`config.mk`:
```
export PLATFORM = sky130hd
export DESIGN_NAME = if_stage
export DESIGN_NICKNAME = d
export VERILOG_FILES = /design/src/logic/if_ctrl_pkg.sv /design/src/logic/if_bus_pkg.sv /design/src/logic/if_stage.sv /design/src/logic/fetch_ctrl.sv /design/src/logic/prefetch_buffer.sv /design/src/logic/pc_select.sv
export VERILOG_INCLUDE_DIRS = /design/src /design/src/logic
export SDC_FILE = /design/constraint.sdc
export NUM_CORES = 1
export LEC_CHECK = 0
export BUFFER_PORTS_ARGS = -buffer_cell sky130_fd_sc_hd__buf_2
export CAP_MARGIN = 5
export CORE_ASPECT_RATIO = 1.25
export CORE_MARGIN = 8
export CORE_UTILIZATION = 53
export DETAILED_ROUTE_END_ITERATION = 16
export GPL_TIMING_DRIVEN = 0
export PLACE_DENSITY_LB_ADDON = 0.05
export SYNTH_ARGS = -nofsm -noshare
export SYNTH_HDL_FRONTEND = slang
export SYNTH_SLANG_ARGS = --single-unit
```
`constraint.sdc`:
```
create_clock -name clk -period 8.5 [get_ports clk]
set_input_delay 0 -clock clk [delete_from_list [all_inputs] [get_ports clk]]
set_output_delay 0 -clock clk [all_outputs]
set_load 0.005 [all_outputs]
```
`src/logic/if_defs.svh`:
```
/* instruction fetch stage parameters
   widths, prefetch queue depth, debug halt address and trap vector layout */

`ifndef IF_DEFS_SVH
`define IF_DEFS_SVH

// address and instruction word width
`define IF_XLEN          32

// machine trap base, upper bits of the handler address
`define IF_TRAP_BASE_W   24

// boot address is given in halfwords
`define IF_BOOT_W        31

// vectored interrupt index
`define IF_VEC_W         5

// prefetch queue entries, power of two
`define IF_QUEUE_DEPTH   2

// debug module halt entry point
`define IF_DM_HALT_ADDR  32'h1A11_0800

// byte distance between sequential fetches
`define IF_FETCH_STEP    32'd4

`endif
```
`src/logic/if_ctrl_pkg.sv`:
```
/* fetch stage control encodings
   next pc source, exception target and sequencer state */

package if_ctrl_pkg;

  // next pc source, driven by the controller in decode
  typedef enum logic [2:0] {
    PC_BOOT      = 3'b000,
    PC_FENCEI    = 3'b001,
    PC_JUMP      = 3'b010,
    PC_BRANCH    = 3'b011,
    PC_EXCEPTION = 3'b100,
    PC_MRET      = 3'b101,
    PC_DRET      = 3'b111
  } pc_src_e;

  // which handler address an exception redirect uses
  typedef enum logic [1:0] {
    EXC_PC_EXCEPTION = 2'b00,
    EXC_PC_IRQ       = 2'b01,
    EXC_PC_DBD       = 2'b10
  } exc_src_e;

  // fetch sequencer
  // idle until the core asks for instructions, then waits on the prefetcher
  typedef enum logic [0:0] {
    SEQ_IDLE = 1'b0,
    SEQ_WAIT = 1'b1
  } seq_state_e;

endpackage

```
`src/logic/if_bus_pkg.sv`:
```
/* fetch stage data bundles
   redirect targets from the core, queued fetch words and the if/id payload */

package if_bus_pkg;

  // every pc target the rest of the core can redirect to
  typedef struct packed {
    logic [30:0]            boot_addr;
    logic [31:0]            jump_target_id;
    logic [31:0]            jump_target_ex;
    logic [31:0]            mepc;
    logic [31:0]            depc;
    logic [23:0]            trap_base;
    logic [4:0]             vec_idx;
    if_ctrl_pkg::pc_src_e   pc_src;
    if_ctrl_pkg::exc_src_e  exc_src;
  } redirect_t;

  // one entry of the prefetch queue
  typedef struct packed {
    logic [31:0] addr;
    logic [31:0] rdata;
  } fetch_word_t;

  // contents of the if/id pipeline register
  typedef struct packed {
    logic [31:0] instr;
    logic [31:0] pc;
    logic        valid;
  } id_instr_t;

endpackage

```
`src/logic/if_stage.sv`:
```
/* instruction fetch stage top
   pc selection, prefetcher and sequencer with the if/id register */

module if_stage (
  input  logic                   clk,
  input  logic                   rst_n,

  input  logic                   req_i,
  input  logic                   pc_set_i,
  input  if_bus_pkg::redirect_t  redirect_i,

  // pipeline control
  input  logic                   halt_if_i,
  input  logic                   id_ready_i,
  input  logic                   clear_instr_valid_i,

  // instruction memory
  output logic                   instr_req_o,
  output logic [31:0]            instr_addr_o,
  input  logic                   instr_gnt_i,
  input  logic                   instr_rvalid_i,
  input  logic [31:0]            instr_rdata_i,

  // to decode
  output logic                   instr_valid_id_o,
  output logic [31:0]            instr_rdata_id_o,
  output logic [31:0]            pc_id_o,
  output logic [31:0]            pc_if_o,
  output logic                   if_busy_o
);

  logic [31:0]              fetch_addr;
  logic                     branch_req;
  logic                     fetch_ready;
  logic                     fetch_valid;
  if_bus_pkg::fetch_word_t  fetch_word;
  if_bus_pkg::id_instr_t    id_instr;

  // ------------------------------------------------------------------
  // redirect target, fence.i refetches relative to decode
  // ------------------------------------------------------------------
  pc_select u_pc_select (
    .redirect_i   (redirect_i),
    .pc_id_i      (id_instr.pc),
    .fetch_addr_o (fetch_addr)
  );

  prefetch_buffer u_prefetch_buffer (
    .clk            (clk),
    .rst_n          (rst_n),
    .req_i          (req_i),
    .branch_i       (branch_req),
    .branch_addr_i  (fetch_addr),
    .ready_i        (fetch_ready),
    .valid_o        (fetch_valid),
    .word_o         (fetch_word),
    .busy_o         (if_busy_o),
    .instr_req_o    (instr_req_o),
    .instr_addr_o   (instr_addr_o),
    .instr_gnt_i    (instr_gnt_i),
    .instr_rvalid_i (instr_rvalid_i),
    .instr_rdata_i  (instr_rdata_i)
  );

  fetch_ctrl u_fetch_ctrl (
    .clk                 (clk),
    .rst_n               (rst_n),
    .req_i               (req_i),
    .pc_set_i            (pc_set_i),
    .fetch_valid_i       (fetch_valid),
    .fetch_word_i        (fetch_word),
    .halt_if_i           (halt_if_i),
    .id_ready_i          (id_ready_i),
    .clear_instr_valid_i (clear_instr_valid_i),
    .branch_o            (branch_req),
    .fetch_ready_o       (fetch_ready),
    .id_o                (id_instr)
  );

  // address of the word at the queue head
  assign pc_if_o          = fetch_word.addr;

  assign instr_valid_id_o = id_instr.valid;
  assign instr_rdata_id_o = id_instr.instr;
  assign pc_id_o          = id_instr.pc;

endmodule

```
`src/logic/fetch_ctrl.sv`:
```
/* fetch sequencer and if/id register
   starts redirects, hands queued words to decode, stalls on back-pressure */

module fetch_ctrl (
  input  logic                     clk,
  input  logic                     rst_n,

  input  logic                     req_i,
  input  logic                     pc_set_i,

  // from the prefetcher
  input  logic                     fetch_valid_i,
  input  if_bus_pkg::fetch_word_t  fetch_word_i,

  // pipeline control
  input  logic                     halt_if_i,
  input  logic                     id_ready_i,
  input  logic                     clear_instr_valid_i,

  output logic                     branch_o,
  output logic                     fetch_ready_o,
  output if_bus_pkg::id_instr_t    id_o
);

  if_ctrl_pkg::seq_state_e state_q;
  if_ctrl_pkg::seq_state_e state_d;

  logic        offer;
  logic        load;

  logic        valid_q;
  logic [31:0] instr_q;
  logic [31:0] pc_q;

  // ------------------------------------------------------------------
  // sequencer
  // ------------------------------------------------------------------
  always_comb begin
    state_d  = state_q;
    branch_o = 1'b0;
    offer    = 1'b0;

    unique case (state_q)
      // first request after reset, jump to the boot target
      if_ctrl_pkg::SEQ_IDLE: begin
        if (req_i) begin
          branch_o = 1'b1;
          state_d  = if_ctrl_pkg::SEQ_WAIT;
        end
      end
      // word at the queue head goes to decode
      if_ctrl_pkg::SEQ_WAIT: begin
        if (fetch_valid_i) begin
          offer = 1'b1;
        end
      end
      default: begin
        state_d = if_ctrl_pkg::SEQ_IDLE;
      end
    endcase

    // redirect wins over anything queued, the queue is stale
    if (pc_set_i) begin
      offer    = 1'b0;
      branch_o = 1'b1;
      state_d  = if_ctrl_pkg::SEQ_WAIT;
    end
  end

  always_ff @(posedge clk or negedge rst_n) begin
    if (!rst_n) begin
      state_q <= if_ctrl_pkg::SEQ_IDLE;
    end else begin
      state_q <= state_d;
    end
  end

  // decode takes the word, pop it from the queue in the same cycle
  assign load          = offer & req_i & id_ready_i & ~halt_if_i;
  assign fetch_ready_o = load;

  // ------------------------------------------------------------------
  // if/id pipeline register
  // ------------------------------------------------------------------
  always_ff @(posedge clk or negedge rst_n) begin
    if (!rst_n) begin
      valid_q <= 1'b0;
    end else if (load) begin
      valid_q <= 1'b1;
    end else if (clear_instr_valid_i) begin
      valid_q <= 1'b0;
    end
  end

  // payload frozen unless a word is taken
  always_ff @(posedge clk) begin
    if (load) begin
      instr_q <= fetch_word_i.rdata;
      pc_q    <= fetch_word_i.addr;
    end
  end

  assign id_o = '{instr: instr_q, pc: pc_q, valid: valid_q};

endmodule

```
`src/logic/prefetch_buffer.sv`:
```
/* instruction prefetcher
   one outstanding memory request feeding a small fetched-word queue */

`include "if_defs.svh"

module prefetch_buffer (
  input  logic                    clk,
  input  logic                    rst_n,

  input  logic                    req_i,
  input  logic                    branch_i,
  input  logic [`IF_XLEN-1:0]     branch_addr_i,

  // toward the fetch sequencer
  input  logic                    ready_i,
  output logic                    valid_o,
  output if_bus_pkg::fetch_word_t word_o,
  output logic                    busy_o,

  // instruction memory
  output logic                    instr_req_o,
  output logic [`IF_XLEN-1:0]     instr_addr_o,
  input  logic                    instr_gnt_i,
  input  logic                    instr_rvalid_i,
  input  logic [`IF_XLEN-1:0]     instr_rdata_i
);

  localparam int unsigned DEPTH = `IF_QUEUE_DEPTH;
  localparam int unsigned PTR_W = (DEPTH > 1) ? $clog2(DEPTH) : 1;
  localparam int unsigned CNT_W = $clog2(DEPTH + 1);

  typedef logic [PTR_W-1:0] ptr_t;
  typedef logic [CNT_W-1:0] cnt_t;

  // request side
  logic [`IF_XLEN-1:0]    next_addr_q;
  logic [`IF_XLEN-1:0]    cur_addr_q;
  logic                   pend_q;
  logic                   out_q;
  logic                   discard_q;
  logic                   issue;
  logic                   resp;

  // queue side
  if_bus_pkg::fetch_word_t q_mem [DEPTH];
  ptr_t                   rd_ptr_q;
  ptr_t                   wr_ptr_q;
  cnt_t                   count_q;
  logic                   space;
  logic                   push;
  logic                   pop;

  // ------------------------------------------------------------------
  // memory request engine
  // ------------------------------------------------------------------

  // queue entries plus the one in flight must fit in the queue,
  // and with nothing in flight that is just a free entry
  assign space = (count_q < cnt_t'(DEPTH));

  // a new request only once the previous response is back
  // the branch cycle never issues, the target goes out a cycle later
  assign issue = req_i & ~branch_i & ~pend_q & ~out_q & space;

  // an ungranted request keeps its address even across a branch
  assign instr_req_o  = pend_q | issue;
  assign instr_addr_o = pend_q ? cur_addr_q : next_addr_q;

  assign resp = out_q & instr_rvalid_i;

  always_ff @(posedge clk or negedge rst_n) begin
    if (!rst_n) begin
      next_addr_q <= '0;
      cur_addr_q  <= '0;
      pend_q      <= 1'b0;
      out_q       <= 1'b0;
      discard_q   <= 1'b0;
    end else begin
      if (issue) begin
        cur_addr_q  <= next_addr_q;
        next_addr_q <= next_addr_q + `IF_FETCH_STEP;
        pend_q      <= ~instr_gnt_i;
        out_q       <= instr_gnt_i;
      end else if (pend_q && instr_gnt_i) begin
        // address phase done, now wait for the data
        pend_q <= 1'b0;
        out_q  <= 1'b1;
      end else if (resp) begin
        out_q <= 1'b0;
      end

      // response of a flushed stream arrived, stop dropping
      if (resp) begin
        discard_q <= 1'b0;
      end

      if (branch_i) begin
        next_addr_q <= branch_addr_i;
        // whatever is still in flight belongs to the old stream
        discard_q   <= pend_q | (out_q & ~instr_rvalid_i);
      end
    end
  end

  // ------------------------------------------------------------------
  // fetched word queue
  // ------------------------------------------------------------------
  assign push = resp & ~discard_q & ~branch_i;
  assign pop  = ready_i & valid_o & ~branch_i;

  always_ff @(posedge clk or negedge rst_n) begin
    if (!rst_n) begin
      rd_ptr_q <= '0;
      wr_ptr_q <= '0;
      count_q  <= '0;
    end else if (branch_i) begin
      // flush, the queue restarts empty for the new target
      rd_ptr_q <= '0;
      wr_ptr_q <= '0;
      count_q  <= '0;
    end else begin
      if (push) begin
        wr_ptr_q <= wr_ptr_q + ptr_t'(1);
      end
      if (pop) begin
        rd_ptr_q <= rd_ptr_q + ptr_t'(1);
      end
      // simultaneous push and pop leave the fill level alone
      if (push && !pop) begin
        count_q <= count_q + cnt_t'(1);
      end else if (pop && !push) begin
        count_q <= count_q - cnt_t'(1);
      end
    end
  end

  // storage, tagged with the address it was fetched from
  always_ff @(posedge clk) begin
    if (push) begin
      q_mem[wr_ptr_q] <= '{addr: cur_addr_q, rdata: instr_rdata_i};
    end
  end

  assign valid_o = (count_q != '0);
  assign word_o  = q_mem[rd_ptr_q];

  // still fetching or still holding words for decode
  assign busy_o = pend_q | out_q | valid_o;

endmodule

```
`src/logic/pc_select.sv`:
```
/* next fetch address mux
   builds the trap handler address and picks the redirect target */

`include "if_defs.svh"

module pc_select (
  input  if_bus_pkg::redirect_t  redirect_i,
  input  logic [`IF_XLEN-1:0]    pc_id_i,
  output logic [`IF_XLEN-1:0]    fetch_addr_o
);

  logic [`IF_XLEN-1:0] exc_pc;
  logic [`IF_XLEN-1:0] fetch_addr_n;

  // ------------------------------------------------------------------
  // trap handler address
  // ------------------------------------------------------------------
  always_comb begin
    exc_pc = '0;
    unique case (redirect_i.exc_src)
      // all synchronous exceptions share the base
      if_ctrl_pkg::EXC_PC_EXCEPTION: begin
        exc_pc = {redirect_i.trap_base, {(`IF_XLEN - `IF_TRAP_BASE_W){1'b0}}};
      end
      // vectored irq, one word slot per index
      if_ctrl_pkg::EXC_PC_IRQ: begin
        exc_pc = {redirect_i.trap_base, 1'b0, redirect_i.vec_idx[`IF_VEC_W-1:0], 2'b00};
      end
      if_ctrl_pkg::EXC_PC_DBD: begin
        exc_pc = `IF_DM_HALT_ADDR;
      end
      default: begin
        exc_pc = '0;
      end
    endcase
  end

  // ------------------------------------------------------------------
  // redirect target
  // ------------------------------------------------------------------
  always_comb begin
    fetch_addr_n = '0;
    unique case (redirect_i.pc_src)
      // halfword boot address to bytes
      if_ctrl_pkg::PC_BOOT:      fetch_addr_n = {redirect_i.boot_addr[`IF_BOOT_W-1:0], 1'b0};
      if_ctrl_pkg::PC_JUMP:      fetch_addr_n = redirect_i.jump_target_id;
      if_ctrl_pkg::PC_BRANCH:    fetch_addr_n = redirect_i.jump_target_ex;
      if_ctrl_pkg::PC_EXCEPTION: fetch_addr_n = exc_pc;
      if_ctrl_pkg::PC_MRET:      fetch_addr_n = redirect_i.mepc;
      if_ctrl_pkg::PC_DRET:      fetch_addr_n = redirect_i.depc;
      // refetch everything after the fence.i in decode
      if_ctrl_pkg::PC_FENCEI:    fetch_addr_n = pc_id_i + `IF_FETCH_STEP;
      default:                   fetch_addr_n = '0;
    endcase
  end

  // fetches are always at least halfword aligned
  assign fetch_addr_o = {fetch_addr_n[`IF_XLEN-1:1], 1'b0};

endmodule

```
* Word level (Yosys, flattened, before mapping)
Memory sizes are Yosys's and may differ from the RTL's.
Index checks and enable logic that the tools add are counted.
** Storage, ports and cells
- Bits in registers :: 137
- Memory bits (writable) :: 128
- Input bits :: 234
- Output and inout bits :: 131
- Logic and storage cells :: 98
- Memories :: 1
** Operators by class
- $add $sub $neg :: 6
- Magnitude comparators :: 1
- Equal/unequal tests :: 8
- Mux-type cells :: 30
- Bitwise logic cells :: 24
- Reductions and logical operators :: 16
** Memory list
- u_prefetch_buffer.q_mem :: words 2, width 64, rd ports 1, clocked after memory_dff 0, wr ports 1, line prefetch_buffer.sv:45 : if_bus_pkg::fetch_word_t q_mem [DEPTH];
** Operator list (count)
- one-hot mux 32 bit (7 select lines) :: 1
- 2-to-1 mux 32 bit :: 3
- one-hot mux 32 bit (3 select lines) :: 1
- adder 32 x 3 -> 32 bit, second input constant :: 2
- 2-to-1 mux 1 bit :: 22
- nonzero test 2 bit :: 7
- bitwise AND 1 bit :: 13
- equality test 3 bit, second input constant :: 3
- inverter 1 bit :: 7
- equality test 3 x 2 -> 1 bit, second input constant :: 2
- 2-to-1 mux 2 bit :: 3
- nonzero test 3 bit :: 2
- OR 1 bit :: 4
- equality test 3 x 1 -> 1 bit, second input constant :: 1
- logical AND 1 bit :: 3
- zero test 3 bit :: 1
- adder 1 bit, second input constant :: 2
- adder 2 x 1 -> 2 bit, second input constant :: 1
- equality test 2 x 1 -> 1 bit, second input constant :: 1
- equality test 2 bit, second input constant :: 1
- zero test 1 bit :: 2
- zero test 2 bit :: 1
- less-than comparator 2 bit, second input constant :: 1
- subtractor 2 x 1 -> 2 bit, second input constant :: 1

* Depth between registers and ports, before layout
- Depth after elaboration :: 13
- Depth in mapped cells :: 10
- Depth with buffers taken out :: 7

* By module
A second synthesis with hierarchy kept.
** Unflattened totals
- Cells, all modules :: 1024
- Area, all modules :: 12723.5 um^2
** By module, submodules not included
- prefetch_buffer :: times used 1, cells an instance 626, area each 8383.0 um^2, sequential area each 5620.4 um^2
- pc_select :: times used 1, cells an instance 323, area each 2313.5 um^2, sequential area each 0.0 um^2
- fetch_ctrl :: times used 1, cells an instance 75, area each 2026.9 um^2, sequential area each 1971.9 um^2

* Worst setup path after synthesis
OpenSTA, ideal clock, no wires.
- Kind :: reg2reg
- Start :: register u_fetch_ctrl.state_q
- End :: memory u_prefetch_buffer.q_mem[0][0] (netlist bit) (enable)
- Library setup time :: 640 ps
- Data arrival time :: 7200 ps
- Slack :: 660 ps
- Cell stages (with the launch flop) :: 7
- Buffers on the path :: 3
- Period minus slack after synthesis :: 7840 ps
- Cell sequence :: dfrtp_1 nor2b_1 buf_4 or2_2 clkbuf_1 clkbuf_1 nor4_1
** On the way
- Word-level cells in the longest chain between the ends :: 6
** Ends and longest elaborated chain
- start, declared :: line fetch_ctrl.sv:25 : if_ctrl_pkg::seq_state_e state_q;
- start signal, assigned :: line fetch_ctrl.sv:72 : state_q <= if_ctrl_pkg::SEQ_IDLE;
- start signal, assigned :: line fetch_ctrl.sv:74 : state_q <= state_d;
- 2-to-1 mux 1 bit :: line fetch_ctrl.sv:43 : unique case (state_q)
- 2-to-1 mux 1 bit :: line fetch_ctrl.sv:63 : if (pc_set_i) begin
- inverter 1 bit :: line prefetch_buffer.sv:108 : assign push = resp & ~discard_q & ~branch_i;
- bitwise AND 1 bit :: line prefetch_buffer.sv:108
- 2-to-1 mux 1 bit :: line prefetch_buffer.sv:139 : if (push) begin
- 2-to-1 mux 1 bit (not written as such) :: line prefetch_buffer.sv:140 : q_mem[wr_ptr_q] <= '{addr: cur_addr_q, rdata: instr_rdata_i};
- end, declared :: line prefetch_buffer.sv:45
No other way between the ends.

* Final worst setup path
- Start :: register u_prefetch_buffer.out_q
- End :: register u_prefetch_buffer.next_addr_q[23]
** On the way
- Word-level cells in the longest chain between the ends :: 4
** Ends and longest elaborated chain
- start, declared :: line prefetch_buffer.sv:39 : logic out_q;
- start signal, assigned :: line prefetch_buffer.sv:83 : out_q <= instr_gnt_i;
- inverter 1 bit :: line prefetch_buffer.sv:63 : assign issue = req_i & ~branch_i & ~pend_q & ~out_q & space;
- bitwise AND 1 bit (2 in series) :: line prefetch_buffer.sv:63
- nonzero test 2 bit (no source line)
- end signal, assigned :: line prefetch_buffer.sv:81 : next_addr_q <= next_addr_q + `IF_FETCH_STEP;
- end signal, assigned :: line prefetch_buffer.sv:98 : next_addr_q <= branch_addr_i;
- end, declared :: line prefetch_buffer.sv:36 : logic [`IF_XLEN-1:0] next_addr_q;
No other way between the ends.
A chain may end at the register's enable or synchronous reset.

==> run summary <==
The logic depth of the worst register-to-register path is 8. The post-synthesis cell count came out at 1,064. The number of gates resized after cts came out at 0. By count the netlist is led by edfxtp_1 (189), nand2_1 (130), mux2_2 (121), dfrtp_1 (71), clkbuf_1 (54). After clock tree synthesis, the clock-pin slew on the worst setup and hold paths is 0.06 ns.

Wires add up to 45,300 um. The post-route core utilization is 69.7%. The register-to-register setup slack is 4.92 ns. The average via count per standard cell came out at 5.87. The starting utilization of the core area came out at 54.0%. For this design, the sink count on the clock tree is 260.

The synthesis-to-finish area growth is 29.0%. The core region area came out at 23,800 um2. The critical path data required time is 8.90 ns.

The headroom to the max-slew limit is 26.6%. The cell area after synthesis came out at 12,900 um2. The critical path's largest stage delay is 0.75 ns. The wire length per cell after detailed routing came out at 24.2 um.

TritonCTS built the clock tree. The slowest stage cell on the critical path is nor3_1. Clock tree synthesis selected as its root buffer the cell clkbuf_16.

The worst hold path belongs to the class input port to flip-flop. The final number of hold-violating endpoints is 0. The number of buffers created by CTS is 25. The startpoint identified for the worst hold timing path is redirect_i[16]. 0 antenna diodes ended up in the layout.

The die outline height is 190 um. The floorplan die width came out at 155 um. Entering global routing, the biggest net connects 53 pins. In this run the mean area of a mapped cell was 12.1 um2. STA classifies the critical path startpoint as a flip-flop.

The shortest clock period the worst path allows after layout came out at 3.58 ns. The cell type with the highest aggregate area in the netlist is edfxtp_1. The post-route non-filler standard cell count is 1,868.

The unique cell type count in the Yosys netlist came out at 72. The area of all placed cells without fillers is 16,600 um2. The number of antenna violations at the first check in global routing came out at 0. In the final timing run, aggregate negative setup slack is 0 ns. The number of cell rows came out at 63. The signal on the critical path passes through nor3_1 > and2_1 > clkbuf_1 > clkbuf_1 > nand3_1 > xnor2_1 > a32oi_1 > dlygate4sd3_1. In this run the worst path has a maximum fanout of 10. The number of warning messages in the yosys log is 0. The top-area cell type share of the netlist area came out at 44.1%. The worst-case clock buffer depth is 3. For this design the static power due to leakage is 6.69 nW.

Setup repair after global routing left no endpoint under its margin. The share of cells above drive strength 1 is 37.3%. The total congestion overflow after global routing is 0. The count of final max-slew check failures came out at 0. The clock skew came out at 0.0163 ns. The most frequently used cell type in the post-synthesis netlist is edfxtp_1. For hold timing, the worst endpoint is u_prefetch_buffer.next_addr_q[14].

The count of flip-flops with a built-in enable after synthesis came out at 189. Global routing used 29.7% of the available tracks across all layers. The routed layout has 11,000 vias. For this run, design rule violations remaining after detail routing come to 0. At the end of routability-driven placement, the weighted congestion stood at 0.941.

The H-tree depth came out at 1. The detailed router's first-iteration violation count came out at 824. The number of global-route vias before repair came out at 11,300. The largest delay contributor family on the critical path is buffers and inverters.

The timing startpoint of the critical path is u_prefetch_buffer.out_q. Once the clock tree was built, the setup fixing pass inserted 0 buffers. Across all hold checks on the routed design, the worst slack comes to 0.0147 ns. The number of nets still failing antenna checks after routing is 0. The most used flip-flop cell after synthesis is edfxtp_1. Along the worst hold path, the cell count comes to 5. For the worst-skew pair, the clock arrives at the later sink with an insertion delay of 0.52 ns. The number of synthesized register bits came out at 260. The critical path in this run is classified as flip-flop to flip-flop.

In this run the power density over the cells is 180 nW/um2. The flow ran to the end, and the final reports show no timing, DRC or antenna violations. The fraction of the yosys area taken by sequential cells is 57.9%. The I/O pin total came out at 365. The global-route wire length before repair is 67,200 um. The highest attainable clock frequency is 280 MHz. The floorplan step defined a die boundary enclosing 29,500 um2. The count of buffers added on input and output ports is 355. In this run the critical register-to-register path is captured at u_prefetch_buffer.next_addr_q[23].

The number of placed instances with taps included came out at 1,759. The placed cell area came out at 15,200 um2. The count of buffer and inverter cells on the critical path is 3. The total number of nets in the final design is 1,764.

By instance count, the cell type seen most on the critical path is clkbuf_1. The number of max-cap violations is 0. Data arrives at the worst endpoint at 3.98 ns. After legalization and detailed placement, the total HPWL measured 34,600 um.

The final worst-path cycle share came out at 42.1%. Ranked by total cell area, the synthesized netlist is headed by edfxtp_1 (44%), dfrtp_1 (14%), mux2_2 (11%). The maximum VDD drop is 0.149 mV. Counting flops with an async set or reset pin after synthesis yields a share of 27.3%. The worst setup path is captured at a flip-flop.

In this run the critical register-to-register path is launched from u_prefetch_buffer.out_q. The final-report setup violation count came out at 0. The actual slew at the worst max-slew pin came out at 1.09 ns.

The detailed-routing iteration count for the pre-antenna-repair pass is 5.
[metrics by stage]
stage	worst slack, ns	power (mW)
global placement	-4.21	1.97
detailed placement	4.98	1.99
finish	4.92	2.99
floorplan	0.660	1.77
CTS	4.96	2.99
global route	4.80	3.09
[cell type report]
cell class                      instances  area, um2
Sequential cell                       260       7450
Fill cell                            1869       7210
Multi-Input combinational cell        685       4830
Timing Repair Buffer                  434       2600
Clock buffer                           35        663
Buffer                                102        527
Tap cell                              325        407
Inverter                               19       73.8
Clock inverter                          8       42.5
[kinds of logic after synthesis]
| family | count (synthesis) | synth area share, % |
|---|---|---|
| mux | 132 | 11.4 |
| simple gates | 317 | 12.5 |
| flops | 260 | 57.9 |
| compound gates | 201 | 11.1 |
| xor+xnor | 29 | 1.97 |
| fa+ha+maj | 3 | 0.292 |
| buf+inv | 121 | 4.65 |
| other cells | 1 | 0.0291 |
[report_power, final]
part	switching (mW)	internal, mW
clock	0.451	0.542
combinational	0.244	0.210
sequential	0.0777	1.46
total	0.772	2.21
[registers in the layout, indices dropped and copies added, names as in the netlist]
register and flops:
u_prefetch_buffer.rd_ptr_q 1, u_prefetch_buffer.next_addr_q 31, u_prefetch_buffer.q_mem 126, u_fetch_ctrl.instr_q 32, u_prefetch_buffer.out_q 1, u_fetch_ctrl.pc_q 31, u_prefetch_buffer.count_q 2, u_fetch_ctrl.valid_q 1
u_prefetch_buffer.discard_q 1, u_fetch_ctrl.state_q 1, u_prefetch_buffer.pend_q 1, u_prefetch_buffer.cur_addr_q 31, u_prefetch_buffer.wr_ptr_q 1
[worst register-to-register path, cell delays in order (launching register included)]
cell,delay (ns)
dfrtp_1,0.42
nor3_1,0.75
and2_1,0.22
clkbuf_1,0.32
clkbuf_1,0.62
nand3_1,0.19
xnor2_1,0.26
a32oi_1,0.08
dlygate4sd3_1,0.59
[layer usage]
metal | track usage (%) | routed length (um) | up-vias | share of wire, %
li1 | - | - | 4975 | -
met1 | 35.6 | 17000 | 5353 | 37
met2 | 53.0 | 23400 | 544 | 52
met3 | 5.13 | 3440 | 88 | 7.6
met4 | 10.4 | 1540 | 0 | 3.4
met5 | 0 | 0 | - | 0
[what timing repair did]
action / CTS / global route
endpoints found under the setup margin: 0 / 0
hold endpoints to repair: 158 / 0
hold buffers: 64 / 0
[cell usage in the layout, fill, tap and decap left out, drive strengths merged, types with 7 or more instances in the layout]
cell           n
and3          14
or4           10
xor2          11
dfrtp         71
xnor2         18
nand4         21
dlygate4sd3   63
nor3          20
and2           7
nor2          36
buf          417
clkbuf        91
nand2        130
a22oi         18
a21oi         31
o21ai         36
mux2         121
nand3         30
mux2i         11
and4           7
edfxtp       189
a211oi         8
a221oi        35
o22ai         10
inv           20
nor4          13
[how the worst max path moves through the flow]
stage / endpoint / slack, ns / depth (start not counted)
floorplan: u_prefetch_buffer.q_mem[0][0] / 0.66 / 6
global placement: u_prefetch_buffer.q_mem[0][62] / -4.21 / 6
detailed placement: u_prefetch_buffer.q_mem[0][63] / 4.98 / 11
CTS: u_prefetch_buffer.q_mem[0][2] / 4.96 / 11
global route: u_prefetch_buffer.q_mem[0][62] / 4.80 / 11
finish: u_prefetch_buffer.next_addr_q[23] / 4.92 / 8
No activity file was read; power rests on OpenSTA's default activity.
